===== config.mk =====
export PLATFORM = sky130hd
export DESIGN_NAME = nkmd_cpu
export DESIGN_NICKNAME = d
export VERILOG_FILES = /design/src/hw/nkmd_pkg.sv /design/src/hw/nkmd_cpu.sv /design/src/hw/nkmd_writeback.sv /design/src/hw/nkmd_execute.sv /design/src/hw/nkmd_operand.sv /design/src/hw/nkmd_regfile.sv /design/src/hw/nkmd_decode.sv /design/src/hw/nkmd_fetch.sv
export SDC_FILE = /design/constraint.sdc
export NUM_CORES = 1
export LEC_CHECK = 0
export CORE_ASPECT_RATIO = 0.7
export CORE_MARGIN = 1
export CORE_UTILIZATION = 40
export DETAILED_ROUTE_END_ITERATION = 10
export DONT_BUFFER_PORTS = 1
export PLACE_DENSITY = 0.5
export SLEW_MARGIN = 30
export SYNTH_ARGS = -nofsm -noshare
export SYNTH_HDL_FRONTEND = slang
export SYNTH_SLANG_ARGS = --single-unit

===== constraint.sdc =====
create_clock -name clk -period 5.6 [get_ports clk]
set_clock_uncertainty 0.1 [all_clocks]
set_input_delay 1.12 -clock clk [delete_from_list [all_inputs] [get_ports clk]]
set_output_delay 1.12 -clock clk [all_outputs]
set_load 0.01 [all_outputs]

===== src/hw/nkmd_pkg.sv =====
package nkmd_pkg;

    localparam int XLEN     = 32;
    localparam int REGSEL_W = 4;
    localparam int ALUSEL_W = 3;
    localparam int MWSEL_W  = 2;

    // ALU op codes
    localparam logic [ALUSEL_W-1:0] OP_ADD   = 3'd0;
    localparam logic [ALUSEL_W-1:0] OP_SUB   = 3'd1;
    localparam logic [ALUSEL_W-1:0] OP_OR    = 3'd2;
    localparam logic [ALUSEL_W-1:0] OP_AND   = 3'd3;
    localparam logic [ALUSEL_W-1:0] OP_XOR   = 3'd4;
    localparam logic [ALUSEL_W-1:0] OP_RESV  = 3'd5;
    localparam logic [ALUSEL_W-1:0] OP_CLAMP = 3'd6;
    localparam logic [ALUSEL_W-1:0] OP_MUL   = 3'd7;

    // Writeback destination
    localparam logic [MWSEL_W-1:0] MW_REG       = 2'd0;
    localparam logic [MWSEL_W-1:0] MW_RBUS      = 2'd1;
    localparam logic [MWSEL_W-1:0] MW_DISCARD_T = 2'd2;
    localparam logic [MWSEL_W-1:0] MW_DISCARD_C = 2'd3;

    // Selectors that always read zero
    localparam logic [REGSEL_W-1:0] REG_ZERO = 4'd0;
    localparam logic [REGSEL_W-1:0] REG_RA   = 4'd11;
    localparam logic [REGSEL_W-1:0] REG_PC   = 4'd15;

    // Register/immediate form, rt sits inside the immediate
    typedef struct packed {
        logic                jump;
        logic [MWSEL_W-1:0]  mw;
        logic                r_read;
        logic [REGSEL_W-1:0] rd;
        logic [ALUSEL_W-1:0] alu_op;
        logic [REGSEL_W-1:0] rs;
        logic                imm_en;
        logic                sign;
        logic [2:0]          imm_hi;
        logic [REGSEL_W-1:0] rt;
        logic [7:0]          imm_lo;
    } inst_alu_t;

    typedef struct packed {
        logic                jump;
        logic [2:0]          rsvd_hi;
        logic [REGSEL_W-1:0] rd;
        logic [ALUSEL_W-1:0] alu_op;
        logic [REGSEL_W-1:0] rs;
        logic                rsvd_mid;
        logic                sign;
        logic [6:0]          rsvd_lo;
        logic [7:0]          offset;
    } inst_jmp_t;

    typedef union packed {
        inst_alu_t alu;
        inst_jmp_t jmp;
    } inst_u;

    typedef struct packed {
        logic [REGSEL_W-1:0] rs;
        logic [REGSEL_W-1:0] rt;
        logic [REGSEL_W-1:0] rd;
        logic [ALUSEL_W-1:0] alu_op;
        logic [XLEN-1:0]     imm;
        logic [XLEN-1:0]     jmp_off;
        logic                r_read;
        logic                imm_en;
        logic                jmp_en;
        logic [MWSEL_W-1:0]  mw;
    } dcd_ctrl_t;

    typedef struct packed {
        logic [XLEN-1:0]     s_val;
        logic [XLEN-1:0]     t_val;
        logic [REGSEL_W-1:0] rd;
        logic [XLEN-1:0]     rd_val;
        logic [ALUSEL_W-1:0] alu_op;
        logic [MWSEL_W-1:0]  mw;
        logic                jmp_en;
        logic [XLEN-1:0]     jmp_off;
    } opnd_t;

    typedef struct packed {
        logic [XLEN-1:0]     val;
        logic [REGSEL_W-1:0] rd;
        logic [XLEN-1:0]     rd_val;
        logic [MWSEL_W-1:0]  mw;
    } ex_result_t;

    typedef struct packed {
        logic            en;
        logic [XLEN-1:0] target;
    } jump_req_t;

    typedef struct packed {
        logic [XLEN-1:0] addr;
        logic [XLEN-1:0] wdata;
        logic            we;
    } rbus_req_t;

endpackage

===== src/hw/nkmd_cpu.sv =====
`timescale 1ns/1ps

module nkmd_cpu import nkmd_pkg::*; #(
    parameter logic [XLEN-1:0] RESET_PC = '0
) (
    input  logic            clk,
    input  logic            rst,
    input  logic [XLEN-1:0] p_data_i,
    output logic [XLEN-1:0] p_addr_o,
    input  logic [XLEN-1:0] r_data_i,
    output rbus_req_t       rbus_req_o
);

    inst_u               inst;
    dcd_ctrl_t           dcd_ctrl;
    logic [XLEN-1:0]     rs_val;
    logic [XLEN-1:0]     rt_val;
    logic [XLEN-1:0]     rd_val;
    logic [XLEN-1:0]     load_addr;
    opnd_t               opnd;
    ex_result_t          ex_result;
    jump_req_t           jump;
    logic [REGSEL_W-1:0] wr_sel;
    logic [XLEN-1:0]     wr_val;

    // Input side
    nkmd_fetch #(.RESET_PC(RESET_PC)) u_fetch (
        .clk(clk), .rst(rst), .jump_i(jump),
        .p_data_i(p_data_i), .p_addr_o(p_addr_o), .inst_o(inst)
    );

    nkmd_decode u_decode (.clk(clk), .rst(rst), .inst_i(inst), .ctrl_o(dcd_ctrl));

    // Processing part
    nkmd_regfile u_regfile (
        .clk(clk), .rst(rst),
        .rs_sel_i(dcd_ctrl.rs), .rt_sel_i(dcd_ctrl.rt), .rd_sel_i(dcd_ctrl.rd),
        .rs_val_o(rs_val), .rt_val_o(rt_val), .rd_val_o(rd_val),
        .wr_sel_i(wr_sel), .wr_val_i(wr_val)
    );

    nkmd_operand u_operand (
        .clk(clk), .rst(rst), .ctrl_i(dcd_ctrl),
        .rs_val_i(rs_val), .rt_val_i(rt_val), .rd_val_i(rd_val),
        .r_data_i(r_data_i), .load_addr_o(load_addr), .opnd_o(opnd)
    );

    nkmd_execute u_execute (
        .clk(clk), .rst(rst), .opnd_i(opnd), .result_o(ex_result), .jump_o(jump)
    );

    // Output side
    nkmd_writeback u_writeback (
        .result_i(ex_result), .load_addr_i(load_addr),
        .wr_sel_o(wr_sel), .wr_val_o(wr_val), .rbus_req_o(rbus_req_o)
    );

    // A store never also updates a register
    a_store_no_regwrite: assert property (
        @(posedge clk) disable iff (rst)
        rbus_req_o.we |-> (wr_sel == REG_ZERO)
    );

endmodule


===== src/hw/nkmd_writeback.sv =====
`timescale 1ns/1ps

module nkmd_writeback import nkmd_pkg::*; (
    input  ex_result_t          result_i,
    input  logic [XLEN-1:0]     load_addr_i,
    output logic [REGSEL_W-1:0] wr_sel_o,
    output logic [XLEN-1:0]     wr_val_o,
    output rbus_req_t           rbus_req_o
);

    logic store;

    always_comb begin
        wr_sel_o = REG_ZERO;
        store    = 1'b0;
        case (result_i.mw)
            MW_REG:  wr_sel_o = result_i.rd;
            MW_RBUS: store = 1'b1;
            // Result dropped
            MW_DISCARD_T, MW_DISCARD_C: ;
        endcase
    end

    assign wr_val_o = result_i.val;

    // Store wins the shared address, rd value is the store address
    always_comb begin
        rbus_req_o.addr  = store ? result_i.rd_val : load_addr_i;
        rbus_req_o.wdata = result_i.val;
        rbus_req_o.we    = store;
    end

endmodule


===== src/hw/nkmd_execute.sv =====
`timescale 1ns/1ps

module nkmd_execute import nkmd_pkg::*; (
    input  logic       clk,
    input  logic       rst,
    input  opnd_t      opnd_i,
    output ex_result_t result_o,
    output jump_req_t  jump_o
);

    logic [XLEN-1:0] alu_val;

    always_comb begin
        alu_val = '0;
        case (opnd_i.alu_op)
            OP_ADD:   alu_val = opnd_i.s_val + opnd_i.t_val;
            OP_SUB:   alu_val = opnd_i.s_val - opnd_i.t_val;
            OP_OR:    alu_val = opnd_i.s_val | opnd_i.t_val;
            OP_AND:   alu_val = opnd_i.s_val & opnd_i.t_val;
            OP_XOR:   alu_val = opnd_i.s_val ^ opnd_i.t_val;
            // Not implemented in this core
            OP_RESV, OP_CLAMP, OP_MUL: alu_val = '0;
        endcase
    end

    always_ff @(posedge clk) begin
        result_o.val    <= alu_val;
        result_o.rd_val <= opnd_i.rd_val;
        // Target is relative to the rd value
        jump_o.target   <= opnd_i.rd_val + opnd_i.jmp_off;
    end

    always_ff @(posedge clk) begin
        if (rst) begin
            result_o.rd <= REG_ZERO;
            result_o.mw <= MW_REG;
            jump_o.en   <= 1'b0;
        end else begin
            result_o.rd <= opnd_i.rd;
            result_o.mw <= opnd_i.mw;
            jump_o.en   <= opnd_i.jmp_en;
        end
    end

endmodule


===== src/hw/nkmd_operand.sv =====
`timescale 1ns/1ps

module nkmd_operand import nkmd_pkg::*; (
    input  logic            clk,
    input  logic            rst,
    input  dcd_ctrl_t       ctrl_i,
    input  logic [XLEN-1:0] rs_val_i,
    input  logic [XLEN-1:0] rt_val_i,
    input  logic [XLEN-1:0] rd_val_i,
    input  logic [XLEN-1:0] r_data_i,
    output logic [XLEN-1:0] load_addr_o,
    output opnd_t           opnd_o
);

    logic [XLEN-1:0]     s_val_q;
    logic [XLEN-1:0]     addr_q;
    logic [XLEN-1:0]     rd_val_q;
    logic [XLEN-1:0]     jmp_off_q;
    logic                r_read_q;
    logic [REGSEL_W-1:0] rd_q;
    logic [ALUSEL_W-1:0] alu_op_q;
    logic [MWSEL_W-1:0]  mw_q;
    logic                jmp_en_q;

    // Presented to the R bus this cycle, data returns next cycle
    assign load_addr_o = ctrl_i.imm_en ? ctrl_i.imm : rt_val_i;

    always_ff @(posedge clk) begin
        s_val_q   <= rs_val_i;
        addr_q    <= load_addr_o;
        rd_val_q  <= rd_val_i;
        jmp_off_q <= ctrl_i.jmp_off;
    end

    always_ff @(posedge clk) begin
        if (rst) begin
            r_read_q <= 1'b0;
            rd_q     <= REG_ZERO;
            alu_op_q <= OP_ADD;
            mw_q     <= MW_REG;
            jmp_en_q <= 1'b0;
        end else begin
            r_read_q <= ctrl_i.r_read;
            rd_q     <= ctrl_i.rd;
            alu_op_q <= ctrl_i.alu_op;
            mw_q     <= ctrl_i.mw;
            jmp_en_q <= ctrl_i.jmp_en;
        end
    end

    // Without a bus read the address itself is the t operand
    always_comb begin
        opnd_o.s_val   = s_val_q;
        opnd_o.t_val   = r_read_q ? r_data_i : addr_q;
        opnd_o.rd      = rd_q;
        opnd_o.rd_val  = rd_val_q;
        opnd_o.alu_op  = alu_op_q;
        opnd_o.mw      = mw_q;
        opnd_o.jmp_en  = jmp_en_q;
        opnd_o.jmp_off = jmp_off_q;
    end

endmodule


===== src/hw/nkmd_regfile.sv =====
`timescale 1ns/1ps

module nkmd_regfile import nkmd_pkg::*; (
    input  logic                clk,
    input  logic                rst,
    input  logic [REGSEL_W-1:0] rs_sel_i,
    input  logic [REGSEL_W-1:0] rt_sel_i,
    input  logic [REGSEL_W-1:0] rd_sel_i,
    output logic [XLEN-1:0]     rs_val_o,
    output logic [XLEN-1:0]     rt_val_o,
    output logic [XLEN-1:0]     rd_val_o,
    input  logic [REGSEL_W-1:0] wr_sel_i,
    input  logic [XLEN-1:0]     wr_val_i
);

    localparam int NREGS = 2 ** REGSEL_W;

    logic [XLEN-1:0] regs_q [NREGS];

    // zero, ra and pc hold no state here
    function automatic logic writable(input logic [REGSEL_W-1:0] sel);
        return !(sel inside {REG_ZERO, REG_RA, REG_PC});
    endfunction

    always_ff @(posedge clk) begin
        if (rst) begin
            for (int i = 0; i < NREGS; i++) begin
                regs_q[i] <= '0;
            end
        end else if (writable(wr_sel_i)) begin
            regs_q[wr_sel_i] <= wr_val_i;
        end
    end

    assign rs_val_o = writable(rs_sel_i) ? regs_q[rs_sel_i] : '0;
    assign rt_val_o = writable(rt_sel_i) ? regs_q[rt_sel_i] : '0;
    assign rd_val_o = writable(rd_sel_i) ? regs_q[rd_sel_i] : '0;

    a_zero_reads: assert property (
        @(posedge clk) disable iff (rst)
        ((rs_sel_i == REG_ZERO) |-> (rs_val_o == '0)) and
        ((rt_sel_i == REG_ZERO) |-> (rt_val_o == '0)) and
        ((rd_sel_i == REG_ZERO) |-> (rd_val_o == '0))
    );

endmodule


===== src/hw/nkmd_decode.sv =====
`timescale 1ns/1ps

module nkmd_decode import nkmd_pkg::*; (
    input  logic      clk,
    input  logic      rst,
    input  inst_u     inst_i,
    output dcd_ctrl_t ctrl_o
);

    logic      rst_q;
    dcd_ctrl_t ctrl_d;

    always_comb begin
        ctrl_d        = '0;
        // Same bits in both views
        ctrl_d.rs     = inst_i.alu.rs;
        ctrl_d.rt     = inst_i.alu.rt;
        ctrl_d.rd     = inst_i.alu.rd;
        ctrl_d.alu_op = inst_i.alu.alu_op;
        if (inst_i.jmp.jump) begin
            ctrl_d.jmp_en = 1'b1;
            // Jump still writes its ALU result to rd
            ctrl_d.mw     = MW_REG;
        end else begin
            ctrl_d.r_read = inst_i.alu.r_read;
            ctrl_d.imm_en = inst_i.alu.imm_en;
            ctrl_d.mw     = inst_i.alu.mw;
        end
        // Both extend from bit 15
        ctrl_d.imm = {{(XLEN-15){inst_i.alu.sign}}, inst_i.alu.imm_hi,
                      inst_i.alu.rt, inst_i.alu.imm_lo};
        ctrl_d.jmp_off = {{(XLEN-8){inst_i.jmp.sign}}, inst_i.jmp.offset};
    end

    always_ff @(posedge clk) begin
        rst_q <= rst;
    end

    // Held at the no-op word one extra cycle after reset
    always_ff @(posedge clk) begin
        if (rst || rst_q) begin
            ctrl_o <= '0;
        end else begin
            ctrl_o <= ctrl_d;
        end
    end

    a_jump_flags: assert property (
        @(posedge clk) disable iff (rst)
        ctrl_o.jmp_en |-> !(ctrl_o.r_read || ctrl_o.imm_en)
    );

endmodule


===== src/hw/nkmd_fetch.sv =====
`timescale 1ns/1ps

module nkmd_fetch import nkmd_pkg::*; #(
    parameter logic [XLEN-1:0] RESET_PC = '0
) (
    input  logic            clk,
    input  logic            rst,
    input  jump_req_t       jump_i,
    input  logic [XLEN-1:0] p_data_i,
    output logic [XLEN-1:0] p_addr_o,
    output inst_u           inst_o
);

    logic [XLEN-1:0] pc_q;

    // Jump from execute overrides the sequential step
    always_ff @(posedge clk) begin
        if (rst) begin
            pc_q <= RESET_PC;
        end else if (jump_i.en) begin
            pc_q <= jump_i.target;
        end else begin
            pc_q <= pc_q + XLEN'(1);
        end
    end

    assign p_addr_o = pc_q;

    // Program memory answers in the same cycle
    assign inst_o = p_data_i;

endmodule


==> results of run 1 <==
## registers in the layout (all words and copies together) (netlist names), 3 cells and up
| register | count |
|---|---|
| u_operand.rd_q | 4 |
| u_operand.alu_op_q | 3 |
| u_execute.jump_o | 33 |
| u_fetch.p_addr_o | 32 |
| u_execute.result_o | 70 |
| u_operand.s_val_q | 32 |
| u_operand.addr_q | 32 |
| u_decode.ctrl_o | 32 |
| u_regfile.regs_q | 512 |
| u_operand.jmp_off_q | 9 |
| u_operand.rd_val_q | 32 |
## worst paths after layout
check,from,slack (ns),endpoint,cells past startpoint
setup / recovery,u_operand.r_read_q$_SDFF_PP0_,0.36,u_execute.result_o[67]$_DFF_P_,19
hold / removal,u_operand.rd_val_q[24]$_SDFF_PP0_,0.26,u_execute.result_o[26]$_DFF_P_,0
setup reg to reg,u_operand.r_read_q$_SDFF_PP0_,0.36,u_execute.result_o[67]$_DFF_P_,19
hold reg to reg,u_operand.rd_val_q[24]$_SDFF_PP0_,0.26,u_execute.result_o[26]$_DFF_P_,0
## per-stage QoR
| step | hold WS [ns] | cells | total power [mW] |
|---|---|---|---|
| after detailed placement | 0.248 | 4563 | 9.85 |
| after CTS | 0.258 | 4724 | 15.7 |
| after global placement | 0.252 | 4560 | 9.82 |
| final | 0.257 | 4735 | 15.6 |
| after global routing | 0.265 | 4725 | 16.1 |
| after floorplan | 0.231 | 3326 | 8.87 |
## cell type report
class | count | share of cell area [%]
Antenna cell | 10 | 0.0513
Tap cell | 1442 | 3.70
Clock inverter | 44 | 0.869
Timing Repair Buffer | 86 | 1.66
Inverter | 85 | 0.654
Sequential cell | 796 | 43.2
Clock buffer | 117 | 4.95
Multi-Input combinational cell | 2155 | 44.9
## power breakdown
group | switching, mW | internal (mW)
Sequential | 0.815 | 6.67
Clock | 2.53 | 3.32
Combinational | 1.28 | 1.01
Total | 4.63 | 11.0
## cell usage after synthesis, types with 8 or more instances
master,n,area (um^2)
nor2_1,143,537
mux2i_1,39,390
buf_2,10,50.1
nand2_1,110,413
nor3_1,18,90.1
xor2_1,29,254
xnor2_1,83,727
and4_1,8,70.1
a21oi_1,125,626
buf_1,39,146
edfxtp_1,512,15400
a31oi_1,12,75.1
dfxtp_1,284,5690
o21ai_0,80,400
or3_1,8,50.1
nand4_1,9,56.3
mux4_2,480,10800
and3_1,11,68.8
nand2b_1,16,100
buf_4,33,248
inv_1,85,319
clkbuf_1,205,769
mux2_2,36,405
a22oi_1,11,82.6
a21o_1,26,195
and2_1,452,2830
o31ai_1,8,60.1
nand3_1,32,160
ha_1,128,1600
a22o_1,15,131
or2_2,17,106
nor2b_1,91,569
## critical path, stage by stage, from the launching register on
cell	delay [ns]
dfxtp_2	0.54
buf_4	0.26
buf_4	0.23
mux2i_1	0.52
nand4_1	0.33
nor2_1	0.39
nand2_1	0.21
o21ai_0	0.27
xnor2_1	0.10
ha_1	0.32
a21oi_1	0.16
nor2b_1	0.06
o21ai_0	0.15
nand2b_1	0.15
a2111oi_0	0.58
buf_4	0.22
nor2_1	0.05
a31oi_1	0.21
xor2_1	0.15
o21ai_0	0.08
## kinds of logic (layout without fill, tap and decap cells)
family,after synthesis,after routing,synth area share (%)
flip-flops,796,796,47.8
multiplexers,555,555,26.3
other,1,106,0.00851
adder cells (fa/ha/maj),130,130,3.73
XOR/XNOR,112,112,2.23
AND/OR/NAND/NOR,934,934,11.8
buffers and inverters,375,332,3.56
AO/OA/AOI/OAI,328,328,4.55
## metal layers
metal  up-vias  part of all wire (%)  global-route usage, %
li1      12000                     -                      -
met1     15000                    45                   42.0
met4         2                   2.1                   6.56
met5         -                0.0083                      0
met3       206                   9.8                   6.95
met2      1452                    43                   41.0
==> results by group, run 1 <==
Logic synthesis
  – Top_reg_cell synth: edfxtp_1
  – Mapped Area: 44100 um^2
  – Yosys cell types: 66
  – Sequential share of the synthesized area: 47.8%
  – Cells after Synth: 3231
  – Post-synth EDFFs: 512
  – Syn avg cell area: 13.6 um^2
  – Post-synthesis register bit count: 796
  – Syn. warnings: 0
  – Share of flip-flops with an asynchronous set or reset: 0%

Timing
  – Setup WS post-layout: 0.363 ns
  – Relative slew slack: 29.1%
  – Max-slew violations: 0
  – Setup repair after global routing missed its margin: false
  – Slew @ Worst Pin: 1.06 ns
  – Fin crit share: 93.5%
  – Fmax achieved: 191 MHz
  – Final hold vios: 0
  – Total Neg Setup Slack: 0 ns
  – Setup violations, final: 0
  – Tmin final: 5.24 ns

Pwr
  – Pwr/cell area: 320 nW/um^2
  – Max VDD drop: 0.000235 V
  – LEAKAGE: 17.6 nW

Min path
  – Hold/Removal Path Class: reg -> reg

Worst setup path
  – CP endpoint kind: flip-flop
  – Max FO, Critical Path: 12
  – Worst EP required: 6.05 ns
  – CP startpoint kind: flip-flop
  – Critical path arrival: 5.68 ns
  – Crit path kind: reg -> reg

CTS
  – H-Tree Depth: 3
  – Setup Buffers After CTS: 0
  – Worst-Skew Late Latency: 0.71 ns
  – Cts repair resizes: 0
  – Post-CTS Hold Fix Bufs: 0
  – CTS Root Cell: clkbuf_16
  – Num CTS Buffers: 86
  – Clk slew on worst S/H paths: 0.06 ns
  – CTS tree: yes
  – CTS Sinks: 796
  – Clock Tree Buf Depth: 3

Drt
  – Drt initial violations: 3486
  – Wire per inst: 33.0 um
  – Drt pass-1 iters: 5
  – Total vias in the final route: 28.7k
  – Total Wirelength: 156000 um
  – # DRC: 0
  – Via-per-instance ratio: 6.06
  – ANT nets after route: 0

Place
  – Placement Setup Slack: 0.0761 ns
  – Placed wire-length estimate: 98800 um
  – Final Wtd Congestion: 0.894
  – Dpl cell area: 45900 um^2
  – PortBufs: 0

Floorplanning
  – Top Ports: 163
  – Initial Utilization: 40.5%
  – Die footprint: 112000 um^2
  – Die Height: 280 um
  – Die width: 399 um
  – CORE AREA: 109000 um^2
  – Site Rows: 101

Cells and area
  – Register area: 21100 um^2
  – Commonest non-fill, non-tap cell in the layout: edfxtp_1
  – Commonest cells after routing, fill and taps aside: edfxtp_1, mux4_2, and2_1
  – Area occupied by multi-input gates: 21900 um^2
  – Layout cells sized above 1: 24.1%
  – Area Overhead vs Synth: 10.7%
  – Final Instance Area: 48800 um^2
  – Final net count: 3406
  – Fillcell total: 9618
  – Layout Utilization: 44.8%

GRT
  – Vias in the first global route: 28.2k
  – GRT Overall Usage: 28.1%
  – First-pass GRT wire length: 219000 um
  – Global route overflow: 0
  – Initial antenna violation count: 17
  – Largest net degree at the start of global routing: 167

Outcome
  – Run status: finished clean

Job
  – Max cap viols: 0
Note: power is estimated with default switching activity, not from simulation.
==> inputs of run 2 (changes only) <==
--- a/config.mk
+++ b/config.mk
@@ -14,4 +14,5 @@
 export SLEW_MARGIN = 30
 export SYNTH_ARGS = -nofsm -noshare
 export SYNTH_HDL_FRONTEND = slang
+export SYNTH_HIERARCHICAL = 1
 export SYNTH_SLANG_ARGS = --single-unit
==> run 2 against run 1 <==
  * Clock power decreased by 2%
  * Via count is 9.8% higher
  * First-iteration DRC count increased by 12%
  * Synthesized cell count is 19% higher
  * Core utilization fell by 1.2 points
  * Combinational power shrank 11%
  * Die area increased by 1.7%
  * Flip-flop and latch count shrank 9
  * Sequential share of layout area is 0.57 points lower
  * Sequential power about the same
  * Wire length rose by 5.0%
  * Critical path type unchanged
  * Critical endpoint is now u_execute/result_o[61]$_DFF_P_
  * Largest power group unchanged
==> results by group, run 2 <==
Timing
  – WHS: 0.263 ns
  – Setup violations, final: 0
  – Slew @ Worst Pin: 1.04 ns
  – Setup repair after global routing missed its margin: false
  – Setup WS post-layout: 0.345 ns
  – Tmin final: 5.26 ns
  – Relative slew slack: 30.5%
  – Max-slew violations: 0
  – Fmax achieved: 190 MHz
  – Final hold vios: 0
  – Fin crit share: 93.8%

Worst setup path
  – Max FO, Critical Path: 19
  – CP peak stage delay: 0.58 ns
  – Top cell by count, worst path: buf_4
  – CP startpoint kind: flip-flop
  – Worst EP required: 6.11 ns
  – CP endpoint kind: flip-flop
  – Worst path cell trace: buf_4 > mux2_4 > or4_4 > or3_1 > nor3_2 > buf_4 > nor2_1 > xnor2_1 > ha_1 > buf_4 > nand4_1 > a2111oi_0 > buf_4 > o21ai_1 > a311oi_1 > buf_4 > nor2_1 > o211a_1 > nor3_1
  – Crit path kind: reg -> reg
  – R2R Path Start: u_operand/r_read_q$_SDFF_PP0_
  – Critical path arrival: 5.77 ns
  – CP Launch Point: u_operand/r_read_q$_SDFF_PP0_
  – Slowest cell on the critical path: dfxtp_2

Place
  – Placed wire-length estimate: 112000 um
  – Placed Cells: 5022
  – Placement Setup Slack: 0.0394 ns
  – Final Wtd Congestion: 0.894
  – PortBufs: 0
  – Dpl cell area: 45500 um^2

Cells and area
  – Commonest cells after routing, fill and taps aside: edfxtp_1, and2_1, dfxtp_1
  – Largest register FFs: 480
  – Fillcell total: 10.2k
  – Area Overhead vs Synth: 7.80%
  – Largest Register: u_regfile/regs_q
  – Layout cells sized above 1: 18.4%
  – Commonest non-fill, non-tap cell in the layout: edfxtp_1
  – Final Instance Area: 48300 um^2
  – Biggest regs: u_regfile/regs_q (480), u_execute/result_o (70), u_execute/jump_o (33)
  – Final net count: 3851
  – Non-Filler Instances: 5186

Logic synthesis
  – Share of flip-flops with an asynchronous set or reset: 0%
  – Syn. warnings: 6
  – Post-synthesis register bit count: 787
  – Proportion of synthesized area in mux cells: 16.6%
  – Sequential share of the synthesized area: 45.9%
  – Yosys cell types: 92
  – Simple-Gate Fraction of Synth Area: 12.7%
  – Main combinational cell family by area after synthesis: multiplexers
  – Top cells by area, synth: edfxtp_1, dfxtp_1, mux4_2, and2_1, ha_1
  – Top_reg_cell synth: edfxtp_1
  – Xor and xnor area share after synthesis: 1.74%
  – Post-synthesis compound-gate area fraction: 12.4%
  – Post-synthesis adder-cell area fraction: 3.66%
  – Cells after Synth: 3856
  – Post-synth EDFFs: 480
  – Post-synth top area share: 32.2%
  – Syn avg cell area: 11.6 um^2
  – Yosys top cell by area: edfxtp_1
  – Most frequent cell after synthesis: edfxtp_1
  – Mapped Area: 44800 um^2
  – Synth cell count leaders: edfxtp_1, and2_1, dfxtp_1, clkbuf_1, nor2_1

Floorplanning
  – Die Height: 282 um
  – Die width: 402 um
  – Top Ports: 163
  – CORE AREA: 111000 um^2
  – Initial Utilization: 40.4%
  – Die footprint: 113000 um^2
  – Site Rows: 102

CTS
  – Post-CTS Hold Fix Bufs: 0
  – CTS Root Cell: clkbuf_16
  – Clk slew on worst S/H paths: 0.07 ns
  – Setup Buffers After CTS: 0
  – Worst-Skew Late Latency: 0.69 ns
  – Clock Tree Buf Depth: 3
  – CTS tree: yes
  – Num CTS Buffers: 86
  – Cts repair resizes: 0
  – H-Tree Depth: 3
  – CTS Sinks: 787

Outcome
  – Run status: finished clean

Min path
  – HP Start: u_decode/ctrl_o[43]$_SDFF_PP0_
  – Hold/Removal Path Class: reg -> reg

Drt
  – ANT nets after route: 0
  – Drt initial violations: 3902
  – Drt pass-1 iters: 6
  – Via-per-instance ratio: 6.08
  – Total Wirelength: 164000 um
  – # DRC: 0
  – Wire per inst: 31.6 um
  – Total vias in the final route: 31.5k

Pwr
  – Max VDD drop: 0.000183 V
  – LEAKAGE: 17.5 nW
  – Pwr/cell area: 315 nW/um^2

GRT
  – GRT Overall Usage: 28.4%
  – Global route overflow: 0
  – Largest net degree at the start of global routing: 152
  – First-pass GRT wire length: 231000 um
  – Initial antenna violation count: 23
  – Vias in the first global route: 29.7k

Job
  – Max cap viols: 0
-- run 2: worst paths after layout --
kind         slack, ns                              to  cells past startpoint
max               0.34  u_execute/result_o[61]$_DFF_P_                     19
min               0.26  u_operand/jmp_off_q[6]$_DFF_P_                      0
max reg2reg       0.34  u_execute/result_o[61]$_DFF_P_                     19
min reg2reg       0.26  u_operand/jmp_off_q[6]$_DFF_P_                      0
-- run 2: cells by family after synthesis --
kind of cell,after synthesis
adders and majority gates,130
AOI/OAI and AO/OA,766
and+or+nand+nor,1003
muxes,486
DFF,787
xor gates and xnor gates,89
buffers and inverters,594
other,1
-- run 2: where the power goes --
group          leakage, nW  total, mW  internal (mW)  switching, mW
Combinational         8.66       2.03          0.838           1.20
Sequential            7.47       7.47           6.53          0.942
Clock                 1.37       5.73           3.18           2.55
-- run 2: metrics by stage --
| stage | total power, mW | setup TNS [ns] | util [%] |
|---|---|---|---|
| after floorplan | 8.69 | 0 | - |
| after global placement | 9.56 | -0.0175 | 41.0 |
| after detailed placement | 9.55 | 0 | 41.1 |
| after CTS | 15.3 | 0 | 43.6 |
| after global routing | 15.8 | 0 | 43.6 |
| final | 15.2 | 0 | 43.6 |
-- run 2: routing by layer --
layer	part of all wire (%)	GRT usage [%]	wire (um)
met1	45	41.3	74100
met5	0.038	0	62
met2	43	41.9	70100
met4	2.1	6.71	3410
met3	9.8	7.48	16100
-- run 2: critical path, delay by kind of cell (launching register included) --
family	cells	cell delay [ns]
AND/OR/NAND/NOR	7	1.57
buffers and inverters	5	1.17
AO/OA/AOI/OAI	4	0.96
flip-flops	1	0.58
multiplexers	1	0.36
adder cells (fa/ha/maj)	1	0.30
XOR/XNOR	1	0.13
-- run 2: layout make-up --
type	instances	area [um^2]	area share (%)
multi-input cells	2538	21600	44.7
flip-flops and latches	787	20600	42.7
clock buffers	109	2310	4.78
well taps	1456	1820	3.77
repair buffers	117	1030	2.13
inverters	125	469	0.971
clock inverters	51	462	0.956
diodes	3	7.51	0.0155
